File: src/verilog/swu_pkg.sv
package swu_pkg;

   // counter width helper, never narrower than one bit
   function automatic int cnt_w(int n);
      return (n > 1) ? $clog2(n) : 1;
   endfunction

   ////////////////////
   // input geometry
   localparam int IFM_WIDTH    = 8;
   localparam int IFM_HEIGHT   = 6;
   localparam int SIMD         = 2;
   localparam int PRECISION    = 8;
   localparam int CHANNELS     = 4;
   localparam int EFF_CHANNELS = CHANNELS / SIMD;

   ////////////////////
   // kernel and output geometry
   localparam int KERNEL     = 3;
   localparam int STRIDE     = 1;
   localparam int OFM_WIDTH  = (IFM_WIDTH - KERNEL) / STRIDE + 1;
   localparam int OFM_HEIGHT = (IFM_HEIGHT - KERNEL) / STRIDE + 1;

   // row buffer sizing
   localparam int ROW_WORDS = IFM_WIDTH * EFF_CHANNELS;
   localparam int BUF_ROWS  = KERNEL + STRIDE;
   localparam int BUF_WORDS = BUF_ROWS * ROW_WORDS;
   localparam int ADDR_W    = $clog2(BUF_WORDS);
   localparam int ROW_CNT_W = $clog2(IFM_HEIGHT + 1);

   // counter widths
   localparam int CH_W   = cnt_w(EFF_CHANNELS);
   localparam int KER_W  = cnt_w(KERNEL);
   localparam int COL_W  = cnt_w(OFM_WIDTH);
   localparam int OROW_W = cnt_w(OFM_HEIGHT);
   localparam int SLOT_W = cnt_w(BUF_ROWS);
   localparam int WCOL_W = cnt_w(ROW_WORDS);

   typedef logic [SIMD*PRECISION-1:0] word_t;

   typedef struct packed {
      word_t data;
      logic  window_last;
      logic  frame_last;
   } beat_t;

   // read request, travels alongside the RAM read
   typedef struct packed {
      logic [ADDR_W-1:0] addr;
      logic              window_last;
      logic              frame_last;
   } rd_req_t;

endpackage
File: src/verilog/swu_top.sv
module swu_top (
   input  logic           clk,
   input  logic           resetn,
   input  swu_pkg::word_t s_data_i,
   input  logic           s_valid_i,
   output logic           s_ready_o,
   output swu_pkg::beat_t m_beat_o,
   output logic           m_valid_o,
   input  logic           m_ready_i
);

   logic                          wr_en;
   logic [swu_pkg::ADDR_W-1:0]    wr_addr;
   logic [swu_pkg::ROW_CNT_W-1:0] rows_written;
   logic [swu_pkg::ROW_CNT_W-1:0] rows_released;
   logic                          frame_done;
   logic                          step;
   logic                          credit;
   logic                          row_done;
   logic [swu_pkg::OROW_W-1:0]    out_row;
   logic [swu_pkg::ADDR_W-1:0]    rd_addr;
   swu_pkg::rd_req_t              rd_req;
   swu_pkg::word_t                rd_data;

   ////////////////////
   // write side
   swu_write_ctrl u_write_ctrl (
      .clk             (clk),
      .resetn          (resetn),
      .s_valid_i       (s_valid_i),
      .s_ready_o       (s_ready_o),
      .rows_released_i (rows_released),
      .frame_done_i    (frame_done),
      .wr_en_o         (wr_en),
      .wr_addr_o       (wr_addr),
      .rows_written_o  (rows_written)
   );

   swu_line_buffer u_line_buffer (
      .clk       (clk),
      .wr_en_i   (wr_en),
      .wr_addr_i (wr_addr),
      .wr_data_i (s_data_i),
      .rd_addr_i (rd_addr),
      .rd_data_o (rd_data)
   );

   ////////////////////
   // read side
   swu_window_fsm u_window_fsm (
      .clk             (clk),
      .resetn          (resetn),
      .rows_written_i  (rows_written),
      .credit_i        (credit),
      .row_done_i      (row_done),
      .step_o          (step),
      .rows_released_o (rows_released),
      .frame_done_o    (frame_done),
      .out_row_o       (out_row)
   );

   swu_read_addr u_read_addr (
      .clk        (clk),
      .resetn     (resetn),
      .step_i     (step),
      .out_row_i  (out_row),
      .rd_addr_o  (rd_addr),
      .rd_req_o   (rd_req),
      .row_done_o (row_done)
   );

   swu_out_stage u_out_stage (
      .clk       (clk),
      .resetn    (resetn),
      .issue_i   (step),
      .rd_req_i  (rd_req),
      .rd_data_i (rd_data),
      .credit_o  (credit),
      .m_beat_o  (m_beat_o),
      .m_valid_o (m_valid_o),
      .m_ready_i (m_ready_i)
   );

endmodule

File: src/verilog/swu_out_stage.sv
module swu_out_stage (
   input  logic             clk,
   input  logic             resetn,
   input  logic             issue_i,
   input  swu_pkg::rd_req_t rd_req_i,
   input  swu_pkg::word_t   rd_data_i,
   output logic             credit_o,
   output swu_pkg::beat_t   m_beat_o,
   output logic             m_valid_o,
   input  logic             m_ready_i
);

   swu_pkg::rd_req_t pend_req;
   logic             pend_valid;
   swu_pkg::beat_t   queue [2];
   logic             rd_ptr;
   logic             wr_ptr;
   logic [1:0]       count;
   swu_pkg::beat_t   in_beat;
   logic             pop;
   logic             push;
   logic             deq;

   ////////////////////
   // request delayed to line up with the RAM data
   always_ff @(posedge clk) begin
      if (!resetn) begin
         pend_valid <= 1'b0;
      end else begin
         pend_valid <= issue_i;
      end
   end

   always_ff @(posedge clk) begin
      if (issue_i) begin
         pend_req <= rd_req_i;
      end
   end

   assign in_beat = '{data: rd_data_i,
                      window_last: pend_req.window_last,
                      frame_last: pend_req.frame_last};

   // an empty queue passes the arriving beat straight through
   assign m_valid_o = (count != 2'd0) || pend_valid;
   assign m_beat_o  = (count != 2'd0) ? queue[rd_ptr] : in_beat;

   assign pop  = m_valid_o && m_ready_i;
   assign deq  = pop && (count != 2'd0);
   assign push = pend_valid && !(pop && count == 2'd0);

   // queued beats plus the read in flight stay within two
   assign credit_o = (count + {1'b0, pend_valid}) < 2'd2;

   ////////////////////
   // two entry queue
   always_ff @(posedge clk) begin
      if (push) begin
         queue[wr_ptr] <= in_beat;
      end
   end

   always_ff @(posedge clk) begin
      if (!resetn) begin
         rd_ptr <= 1'b0;
         wr_ptr <= 1'b0;
         count  <= 2'd0;
      end else begin
         if (push) begin
            wr_ptr <= ~wr_ptr;
         end
         if (deq) begin
            rd_ptr <= ~rd_ptr;
         end
         case ({push, deq})
            2'b10:   count <= count + 2'd1;
            2'b01:   count <= count - 2'd1;
            default: count <= count;
         endcase
      end
   end

   no_overflow : assert property (
      @(posedge clk) disable iff (!resetn)
      push && !deq |-> count < 2'd2
   );

   // stalled beat holds until taken
   beat_held : assert property (
      @(posedge clk) disable iff (!resetn)
      m_valid_o && !m_ready_i |=> m_valid_o && $stable(m_beat_o)
   );

endmodule

File: src/verilog/swu_read_addr.sv
module swu_read_addr (
   input  logic                       clk,
   input  logic                       resetn,
   input  logic                       step_i,
   input  logic [swu_pkg::OROW_W-1:0] out_row_i,
   output logic [swu_pkg::ADDR_W-1:0] rd_addr_o,
   output swu_pkg::rd_req_t           rd_req_o,
   output logic                       row_done_o
);

   logic [swu_pkg::CH_W-1:0]   ch;
   logic [swu_pkg::KER_W-1:0]  kw;
   logic [swu_pkg::KER_W-1:0]  kh;
   logic [swu_pkg::COL_W-1:0]  col;
   logic [swu_pkg::SLOT_W-1:0] base_slot;
   logic [swu_pkg::SLOT_W:0]   slot_sum;
   logic [swu_pkg::SLOT_W-1:0] row_slot;
   logic [swu_pkg::SLOT_W:0]   base_sum;
   logic [swu_pkg::SLOT_W-1:0] base_next;
   logic                       ch_last;
   logic                       kw_last;
   logic                       kh_last;
   logic                       col_last;
   logic                       win_last;
   logic                       frame_last;

   assign ch_last  = ch == swu_pkg::CH_W'(swu_pkg::EFF_CHANNELS - 1);
   assign kw_last  = kw == swu_pkg::KER_W'(swu_pkg::KERNEL - 1);
   assign kh_last  = kh == swu_pkg::KER_W'(swu_pkg::KERNEL - 1);
   assign col_last = col == swu_pkg::COL_W'(swu_pkg::OFM_WIDTH - 1);

   assign win_last   = ch_last && kw_last && kh_last;
   assign frame_last = win_last && col_last &&
                       (out_row_i == swu_pkg::OROW_W'(swu_pkg::OFM_HEIGHT - 1));
   assign row_done_o = step_i && win_last && col_last;

   ////////////////////
   // address generation
   always_comb begin
      // slot of input row out_row*STRIDE + kh, modulo BUF_ROWS
      slot_sum = {1'b0, base_slot} + (swu_pkg::SLOT_W + 1)'(kh);
      if (slot_sum >= swu_pkg::BUF_ROWS) begin
         row_slot = swu_pkg::SLOT_W'(slot_sum - swu_pkg::BUF_ROWS);
      end else begin
         row_slot = swu_pkg::SLOT_W'(slot_sum);
      end
      rd_addr_o = swu_pkg::ADDR_W'(row_slot * swu_pkg::ROW_WORDS +
                  (col * swu_pkg::STRIDE + kw) * swu_pkg::EFF_CHANNELS + ch);
   end

   // base slot of the next output row
   always_comb begin
      base_sum = {1'b0, base_slot} + (swu_pkg::SLOT_W + 1)'(swu_pkg::STRIDE);
      if (frame_last) begin
         base_next = '0;
      end else if (base_sum >= swu_pkg::BUF_ROWS) begin
         base_next = swu_pkg::SLOT_W'(base_sum - swu_pkg::BUF_ROWS);
      end else begin
         base_next = swu_pkg::SLOT_W'(base_sum);
      end
   end

   assign rd_req_o = '{addr: rd_addr_o, window_last: win_last, frame_last: frame_last};

   ////////////////////
   // channel, kernel column, kernel row, output column
   always_ff @(posedge clk) begin
      if (!resetn) begin
         ch        <= '0;
         kw        <= '0;
         kh        <= '0;
         col       <= '0;
         base_slot <= '0;
      end else if (step_i) begin
         ch <= ch_last ? '0 : ch + 1'b1;
         if (ch_last) begin
            kw <= kw_last ? '0 : kw + 1'b1;
            if (kw_last) begin
               kh <= kh_last ? '0 : kh + 1'b1;
               if (kh_last) begin
                  col <= col_last ? '0 : col + 1'b1;
               end
            end
         end
         if (row_done_o) begin
            base_slot <= base_next;
         end
      end
   end

endmodule

File: src/verilog/swu_window_fsm.sv
module swu_window_fsm (
   input  logic                          clk,
   input  logic                          resetn,
   input  logic [swu_pkg::ROW_CNT_W-1:0] rows_written_i,
   input  logic                          credit_i,
   input  logic                          row_done_i,
   output logic                          step_o,
   output logic [swu_pkg::ROW_CNT_W-1:0] rows_released_o,
   output logic                          frame_done_o,
   output logic [swu_pkg::OROW_W-1:0]    out_row_o
);

   typedef enum logic [1:0] {
      WAIT_ROWS,
      EMIT,
      RELEASE,
      FRAME_END
   } state_t;

   state_t                        state;
   state_t                        state_nxt;
   logic [swu_pkg::OROW_W-1:0]    out_row;
   logic [swu_pkg::ROW_CNT_W-1:0] rows_released;
   logic                          rows_ready;
   logic                          last_row;
   logic                          frame_written;

   // output row r needs input rows up to r*STRIDE + KERNEL - 1
   assign rows_ready = int'(rows_written_i) >=
                       int'(out_row) * swu_pkg::STRIDE + swu_pkg::KERNEL;

   assign last_row      = out_row == swu_pkg::OROW_W'(swu_pkg::OFM_HEIGHT - 1);
   assign frame_written = int'(rows_written_i) == swu_pkg::IFM_HEIGHT;

   assign step_o       = (state == EMIT) && credit_i;
   assign frame_done_o = (state == FRAME_END) && frame_written;

   ////////////////////
   // next state
   always_comb begin
      state_nxt = state;
      case (state)
         WAIT_ROWS: begin
            if (rows_ready) begin
               state_nxt = EMIT;
            end
         end
         EMIT: begin
            if (row_done_i) begin
               state_nxt = RELEASE;
            end
         end
         RELEASE: begin
            state_nxt = last_row ? FRAME_END : WAIT_ROWS;
         end
         FRAME_END: begin
            // trailing rows no window uses still have to arrive
            if (frame_written) begin
               state_nxt = WAIT_ROWS;
            end
         end
         default: begin
            state_nxt = WAIT_ROWS;
         end
      endcase
   end

   always_ff @(posedge clk) begin
      if (!resetn) begin
         state <= WAIT_ROWS;
      end else begin
         state <= state_nxt;
      end
   end

   ////////////////////
   // output row and released rows
   always_ff @(posedge clk) begin
      if (!resetn || frame_done_o) begin
         out_row       <= '0;
         rows_released <= '0;
      end else if (state == RELEASE) begin
         rows_released <= rows_released + swu_pkg::ROW_CNT_W'(swu_pkg::STRIDE);
         if (!last_row) begin
            out_row <= out_row + 1'b1;
         end
      end
   end

   assign out_row_o       = out_row;
   assign rows_released_o = rows_released;

   // a row is only given back once the writer has filled it
   released_behind_written : assert property (
      @(posedge clk) disable iff (!resetn)
      rows_released_o <= rows_written_i
   );

endmodule

File: src/verilog/swu_write_ctrl.sv
module swu_write_ctrl (
   input  logic                          clk,
   input  logic                          resetn,
   input  logic                          s_valid_i,
   output logic                          s_ready_o,
   input  logic [swu_pkg::ROW_CNT_W-1:0] rows_released_i,
   input  logic                          frame_done_i,
   output logic                          wr_en_o,
   output logic [swu_pkg::ADDR_W-1:0]    wr_addr_o,
   output logic [swu_pkg::ROW_CNT_W-1:0] rows_written_o
);

   logic [swu_pkg::WCOL_W-1:0]    wr_col;
   logic [swu_pkg::ROW_CNT_W-1:0] wr_row;
   logic [swu_pkg::ADDR_W-1:0]    wr_addr;
   logic                          row_end;
   logic                          buf_end;
   logic                          row_fits;
   logic                          frame_open;

   // row being written must not reach a slot still needed by the reader
   assign row_fits   = int'(wr_row) < int'(rows_released_i) + swu_pkg::BUF_ROWS;
   assign frame_open = int'(wr_row) < swu_pkg::IFM_HEIGHT;
   assign s_ready_o  = row_fits && frame_open;
   assign wr_en_o    = s_valid_i && s_ready_o;

   assign row_end = wr_col == swu_pkg::WCOL_W'(swu_pkg::ROW_WORDS - 1);
   assign buf_end = wr_addr == swu_pkg::ADDR_W'(swu_pkg::BUF_WORDS - 1);

   ////////////////////
   // word, row and address counters
   always_ff @(posedge clk) begin
      if (!resetn || frame_done_i) begin
         wr_col  <= '0;
         wr_row  <= '0;
         wr_addr <= '0;
      end else if (wr_en_o) begin
         wr_addr <= buf_end ? '0 : wr_addr + 1'b1;
         if (row_end) begin
            wr_col <= '0;
            // counts complete rows
            wr_row <= wr_row + 1'b1;
         end else begin
            wr_col <= wr_col + 1'b1;
         end
      end
   end

   assign wr_addr_o      = wr_addr;
   assign rows_written_o = wr_row;

   // each write lands in the slot of the row being counted
   write_in_row_slot : assert property (
      @(posedge clk) disable iff (!resetn)
      wr_en_o |-> int'(wr_addr) / swu_pkg::ROW_WORDS == int'(wr_row) % swu_pkg::BUF_ROWS
   );

endmodule

File: src/verilog/swu_line_buffer.sv
module swu_line_buffer (
   input  logic                       clk,
   input  logic                       wr_en_i,
   input  logic [swu_pkg::ADDR_W-1:0] wr_addr_i,
   input  swu_pkg::word_t             wr_data_i,
   input  logic [swu_pkg::ADDR_W-1:0] rd_addr_i,
   output swu_pkg::word_t             rd_data_o
);

   // BUF_ROWS row slots laid out back to back
   swu_pkg::word_t mem [swu_pkg::BUF_WORDS];

   ////////////////////
   // write port
   always_ff @(posedge clk) begin
      if (wr_en_i) begin
         mem[wr_addr_i] <= wr_data_i;
      end
   end

   ////////////////////
   // read port, one cycle latency
   always_ff @(posedge clk) begin
      rd_data_o <= mem[rd_addr_i];
   end

   // both controllers keep their addresses inside the buffer
   wr_addr_in_range : assert property (
      @(posedge clk) wr_en_i |-> wr_addr_i < swu_pkg::BUF_WORDS
   );

   rd_addr_in_range : assert property (
      @(posedge clk) !$isunknown(rd_addr_i) |-> rd_addr_i < swu_pkg::BUF_WORDS
   );

endmodule

File: config.mk
export PLATFORM = sky130hd
export DESIGN_NAME = swu_top
export DESIGN_NICKNAME = d
export VERILOG_FILES = /design/src/verilog/swu_pkg.sv /design/src/verilog/swu_top.sv /design/src/verilog/swu_out_stage.sv /design/src/verilog/swu_read_addr.sv /design/src/verilog/swu_window_fsm.sv /design/src/verilog/swu_write_ctrl.sv /design/src/verilog/swu_line_buffer.sv
export SDC_FILE = /design/constraint.sdc
export NUM_CORES = 1
export LEC_CHECK = 0
export CORE_MARGIN = 3
export CORE_UTILIZATION = 40
export CTS_CLUSTER_SIZE = 14
export DETAILED_ROUTE_END_ITERATION = 7
export DONT_BUFFER_PORTS = 1
export PLACE_DENSITY = 0.62
export SLEW_MARGIN = 20
export SYNTH_ARGS = -nofsm -noshare
export SYNTH_HDL_FRONTEND = slang
export SYNTH_SLANG_ARGS = --single-unit
File: constraint.sdc
create_clock -name clk -period 5.6 [get_ports clk]
set_clock_uncertainty 0.1 [all_clocks]
set_input_delay 0.56 -clock clk [delete_from_list [all_inputs] [get_ports clk]]
set_output_delay 0.56 -clock clk [all_outputs]
set_load 0.03 [all_outputs]
==> flow_metrics.py <==
metrics = {
    "timing": {
        "worst_pin_slew_ps": 1060,
        "hold_viol": 0,
        "fin_crit_sh_pct": 77.1,
        "max_freq_ghz": 0.232,
        "setup_viol": 0,
        "drv_slew": 0,
        "rsz0062_at_grt": "false",
        "setup_tns_ps": 0,
        "slew_headroom_pct": 29.1,
        "layout_min_cycle_time_ps": 4320,
    },
    "yosys": {
        "ys_seq_area_share_pct": 76.1,
        "yosysTopAreaCell": "edfxtp_1",
        "synth_top_area_share_pct": 73.7,
        "synth.area.top_cells": "edfxtp_1 (74%), mux4_2 (12%), dfxtp_1 (2.4%)",
        "syn_area_um2": 43300,
        "yosys_warnings": 0,
        "synth-seq-cells": 1114,
        "synth_flop_cell": "edfxtp_1",
        "synth_edf_count": 1062,
        "synth_commonest_cells": "edfxtp_1 (1062), mux4_2 (222), nor2_1 (102)",
        "async_flop_share_pct": 0,
        "synth_cell_types": 58,
        "synth.most_common_cell": "edfxtp_1",
        "synth_nets": 2136,
        "netlist_instances": 2097,
        "syn_area_per_cell_um2": 20.6,
    },
    "clocking": {
        "cts_sinks": 1114,
        "cts.reportedPaths.clkPinSlew_ps": 60,
        "cts_buffers": 110,
        "cts_tree": "done",
        "root_buffer": "clkbuf_16",
        "clock_path_buffers": 3,
        "clock_latency_ps": 680,
        "h-tree-depth": 3,
    },
    "power_and_ir_drop": {
        "peakVddDrop_mv": 0.268,
        "leakagePower_uw": 0.0150,
        "powerDensity_nw_per_um2": 339,
    },
    "grt": {
        "grt.overflow.total": 0,
        "antenna_found_initial": 3,
        "grt_pass1_vias": 21400,
        "grt_max_degree": 85,
        "track_usage_pct": 18.6,
        "grt_pass1_wl_mm": 152,
    },
    "setup_path": {
        "crit_fanout": 51,
        "arrival_ps": 4860,
        "path_class": "reg -> reg",
        "reg2reg_depth": 7,
        "worstSetupEndpoint": "u_line_buffer.rd_data_o[11]",
        "rrSetupSlack_ps": 1280,
        "cp-end-kind": "register",
        "reg2reg_from": "u_read_addr.kw[0]",
        "critPathLaunchType": "register",
        "cp.required_ps": 6140,
        "r2r_end": "u_line_buffer.rd_data_o[11]",
        "startpoint": "u_read_addr.kw[0]",
    },
    "die": {
        "io_pins": 40,
        "core_um2": 107000,
        "fp-row-count": 120,
        "initial_core_util_pct": 40.3,
        "fp.dieH_um": 335,
        "die_area_um2": 112000,
        "die_w_um": 335,
    },
    "final_layout": {
        "n_antenna_cell": 0,
        "areaGrowthSynthToFinish_pct": 13.6,
        "fin_nets": 2229,
        "design_area_um2": 49100,
        "drive_gt1_share_pct": 22.8,
        "layout.cells.non_filler": 3680,
        "finish.utilization_pct": 45.8,
    },
    "routing": {
        "ant_nets": 0,
        "wire_per_inst_um": 28.3,
        "viasPerCell": 5.76,
        "vias": 21200,
        "first_pass_iters": 5,
        "initialDrtViolationCount": 2390,
        "route.detailed.drc": 0,
        "routed_wl_mm": 104,
    },
    "status": {
        "status": "completed",
    },
    "placement": {
        "dpl.hpwl_mm": 60.4,
        "gp_congestion": 0.812,
        "dp_cells": 3464,
        "numPortBuffers": 0,
        "place_area_um2": 45200,
    },
    "job": {
        "cap_violations": 0,
    },
    "worst_hold_path": {
        "hold_path.class": "in -> reg",
    },
}
## placed cells by master (no fill, tap or decap), drive strengths merged, types with 25 or more instances in the layout
cell / instances
mux4: 240
mux2i: 83
clkbuf: 139
nand2: 62
clkinv: 43
o21ai: 25
edfxtp: 1062
o221ai: 32
dfxtp: 52
nor2: 102
or3: 29
a21oi: 55
buf: 101
## where the power goes
| group | leakage [uW] | internal (uW) | total [uW] | switching (uW) |
|---|---|---|---|---|
| combinational | 0.00337 | 69.1 | 287 | 218 |
| clock | 0.00172 | 4160 | 7220 | 3060 |
| sequential | 0.00996 | 9140 | 9170 | 25.2 |
## repair_timing
action | 4_1_cts | 5_1_grt
gates resized for setup | 0 | 0
hold buffers | 17 | 0
setup buffers | 0 | 0
endpoints found under the hold margin | 1042 | 0
## flip-flops by register name (all words and copies together) (netlist names), named ones only
name / flops
u_out_stage.queue: 36
u_read_addr.ch: 1
u_out_stage.in_beat: 2
u_line_buffer.rd_data_o: 16
u_window_fsm.rows_released_o: 3
u_out_stage.pend_valid: 1
u_write_ctrl.wr_addr_o: 6
u_read_addr.kh: 2
u_read_addr.col: 3
u_window_fsm.state: 2
u_write_ctrl.rows_written_o: 3
u_read_addr.base_slot: 2
u_window_fsm.out_row_o: 2
u_read_addr.kw: 2
u_out_stage.rd_ptr: 1
u_out_stage.wr_ptr: 1
u_out_stage.count: 2
u_write_ctrl.wr_col: 4
u_line_buffer.mem: 1024
## cells by family (layout without fill, tap and decap cells)
| kind of cell | count (synthesis) | in the layout | share of synthesized area (%) |
|---|---|---|---|
| adder cells (fa/ha/maj) | 19 | 19 | 0.567 |
| multiplexers | 339 | 339 | 15.0 |
| flip-flops | 1114 | 1114 | 76.1 |
| AND/OR/NAND/NOR | 261 | 261 | 2.89 |
| XOR/XNOR | 15 | 15 | 0.321 |
| buffers and inverters | 136 | 316 | 1.69 |
| AO/OA/AOI/OAI | 213 | 213 | 3.42 |
## through the flow
step / worst slack (ps) / hold slack, ps / total power, uW
floorplan: 2650 / 326 / 9410
global placement: 1270 / 355 / 9460
detailed placement: 1280 / 384 / 9460
CTS: 1250 / 104 / 16800
global route: 1120 / 147 / 17200
finish: 1280 / 145 / 16700
## worst min path at each step
stage,slack [ps],depth (start not counted),startpoint,end
2_1_floorplan,330,0,u_line_buffer.rd_data_o[8],u_out_stage.queue[0][10]
3_3_place_gp,350,2,u_write_ctrl.wr_col[3],u_write_ctrl.wr_col[3]
3_5_place_dp,380,2,u_write_ctrl.wr_col[3],u_write_ctrl.wr_col[3]
4_1_cts,100,3,m_ready_i,u_out_stage.rd_ptr
5_1_grt,150,1,s_data_i[14],u_line_buffer.mem[1][14]
6_report,140,3,m_ready_i,register
## critical path, stage by stage (launching register included)
cell	delay, ps
dfxtp_1	390
ha_4	200
fa_4	1240
inv_2	580
nand3_1	720
o221ai_1	230
a211oi_1	560
a31o_1	160
## per-layer routing
layer / wire length (um) / GRT usage, %
met2: 50900 / 30.1
met3: 7100 / 3.27
met4: 3200 / 5.74
met1: 42900 / 25.8
met5: 0 / 0
## layout make-up
type / instances / area [um^2]
clock buffer: 139 / 2890
inverter: 15 / 56.3
fill: 8872 / 58100
tap: 1403 / 1760
timing repair buffer: 102 / 1190
multi-input combinational: 847 / 9690
clock inverter: 60 / 627
sequential: 1114 / 32900
Note: power is estimated with default switching activity, not from simulation.
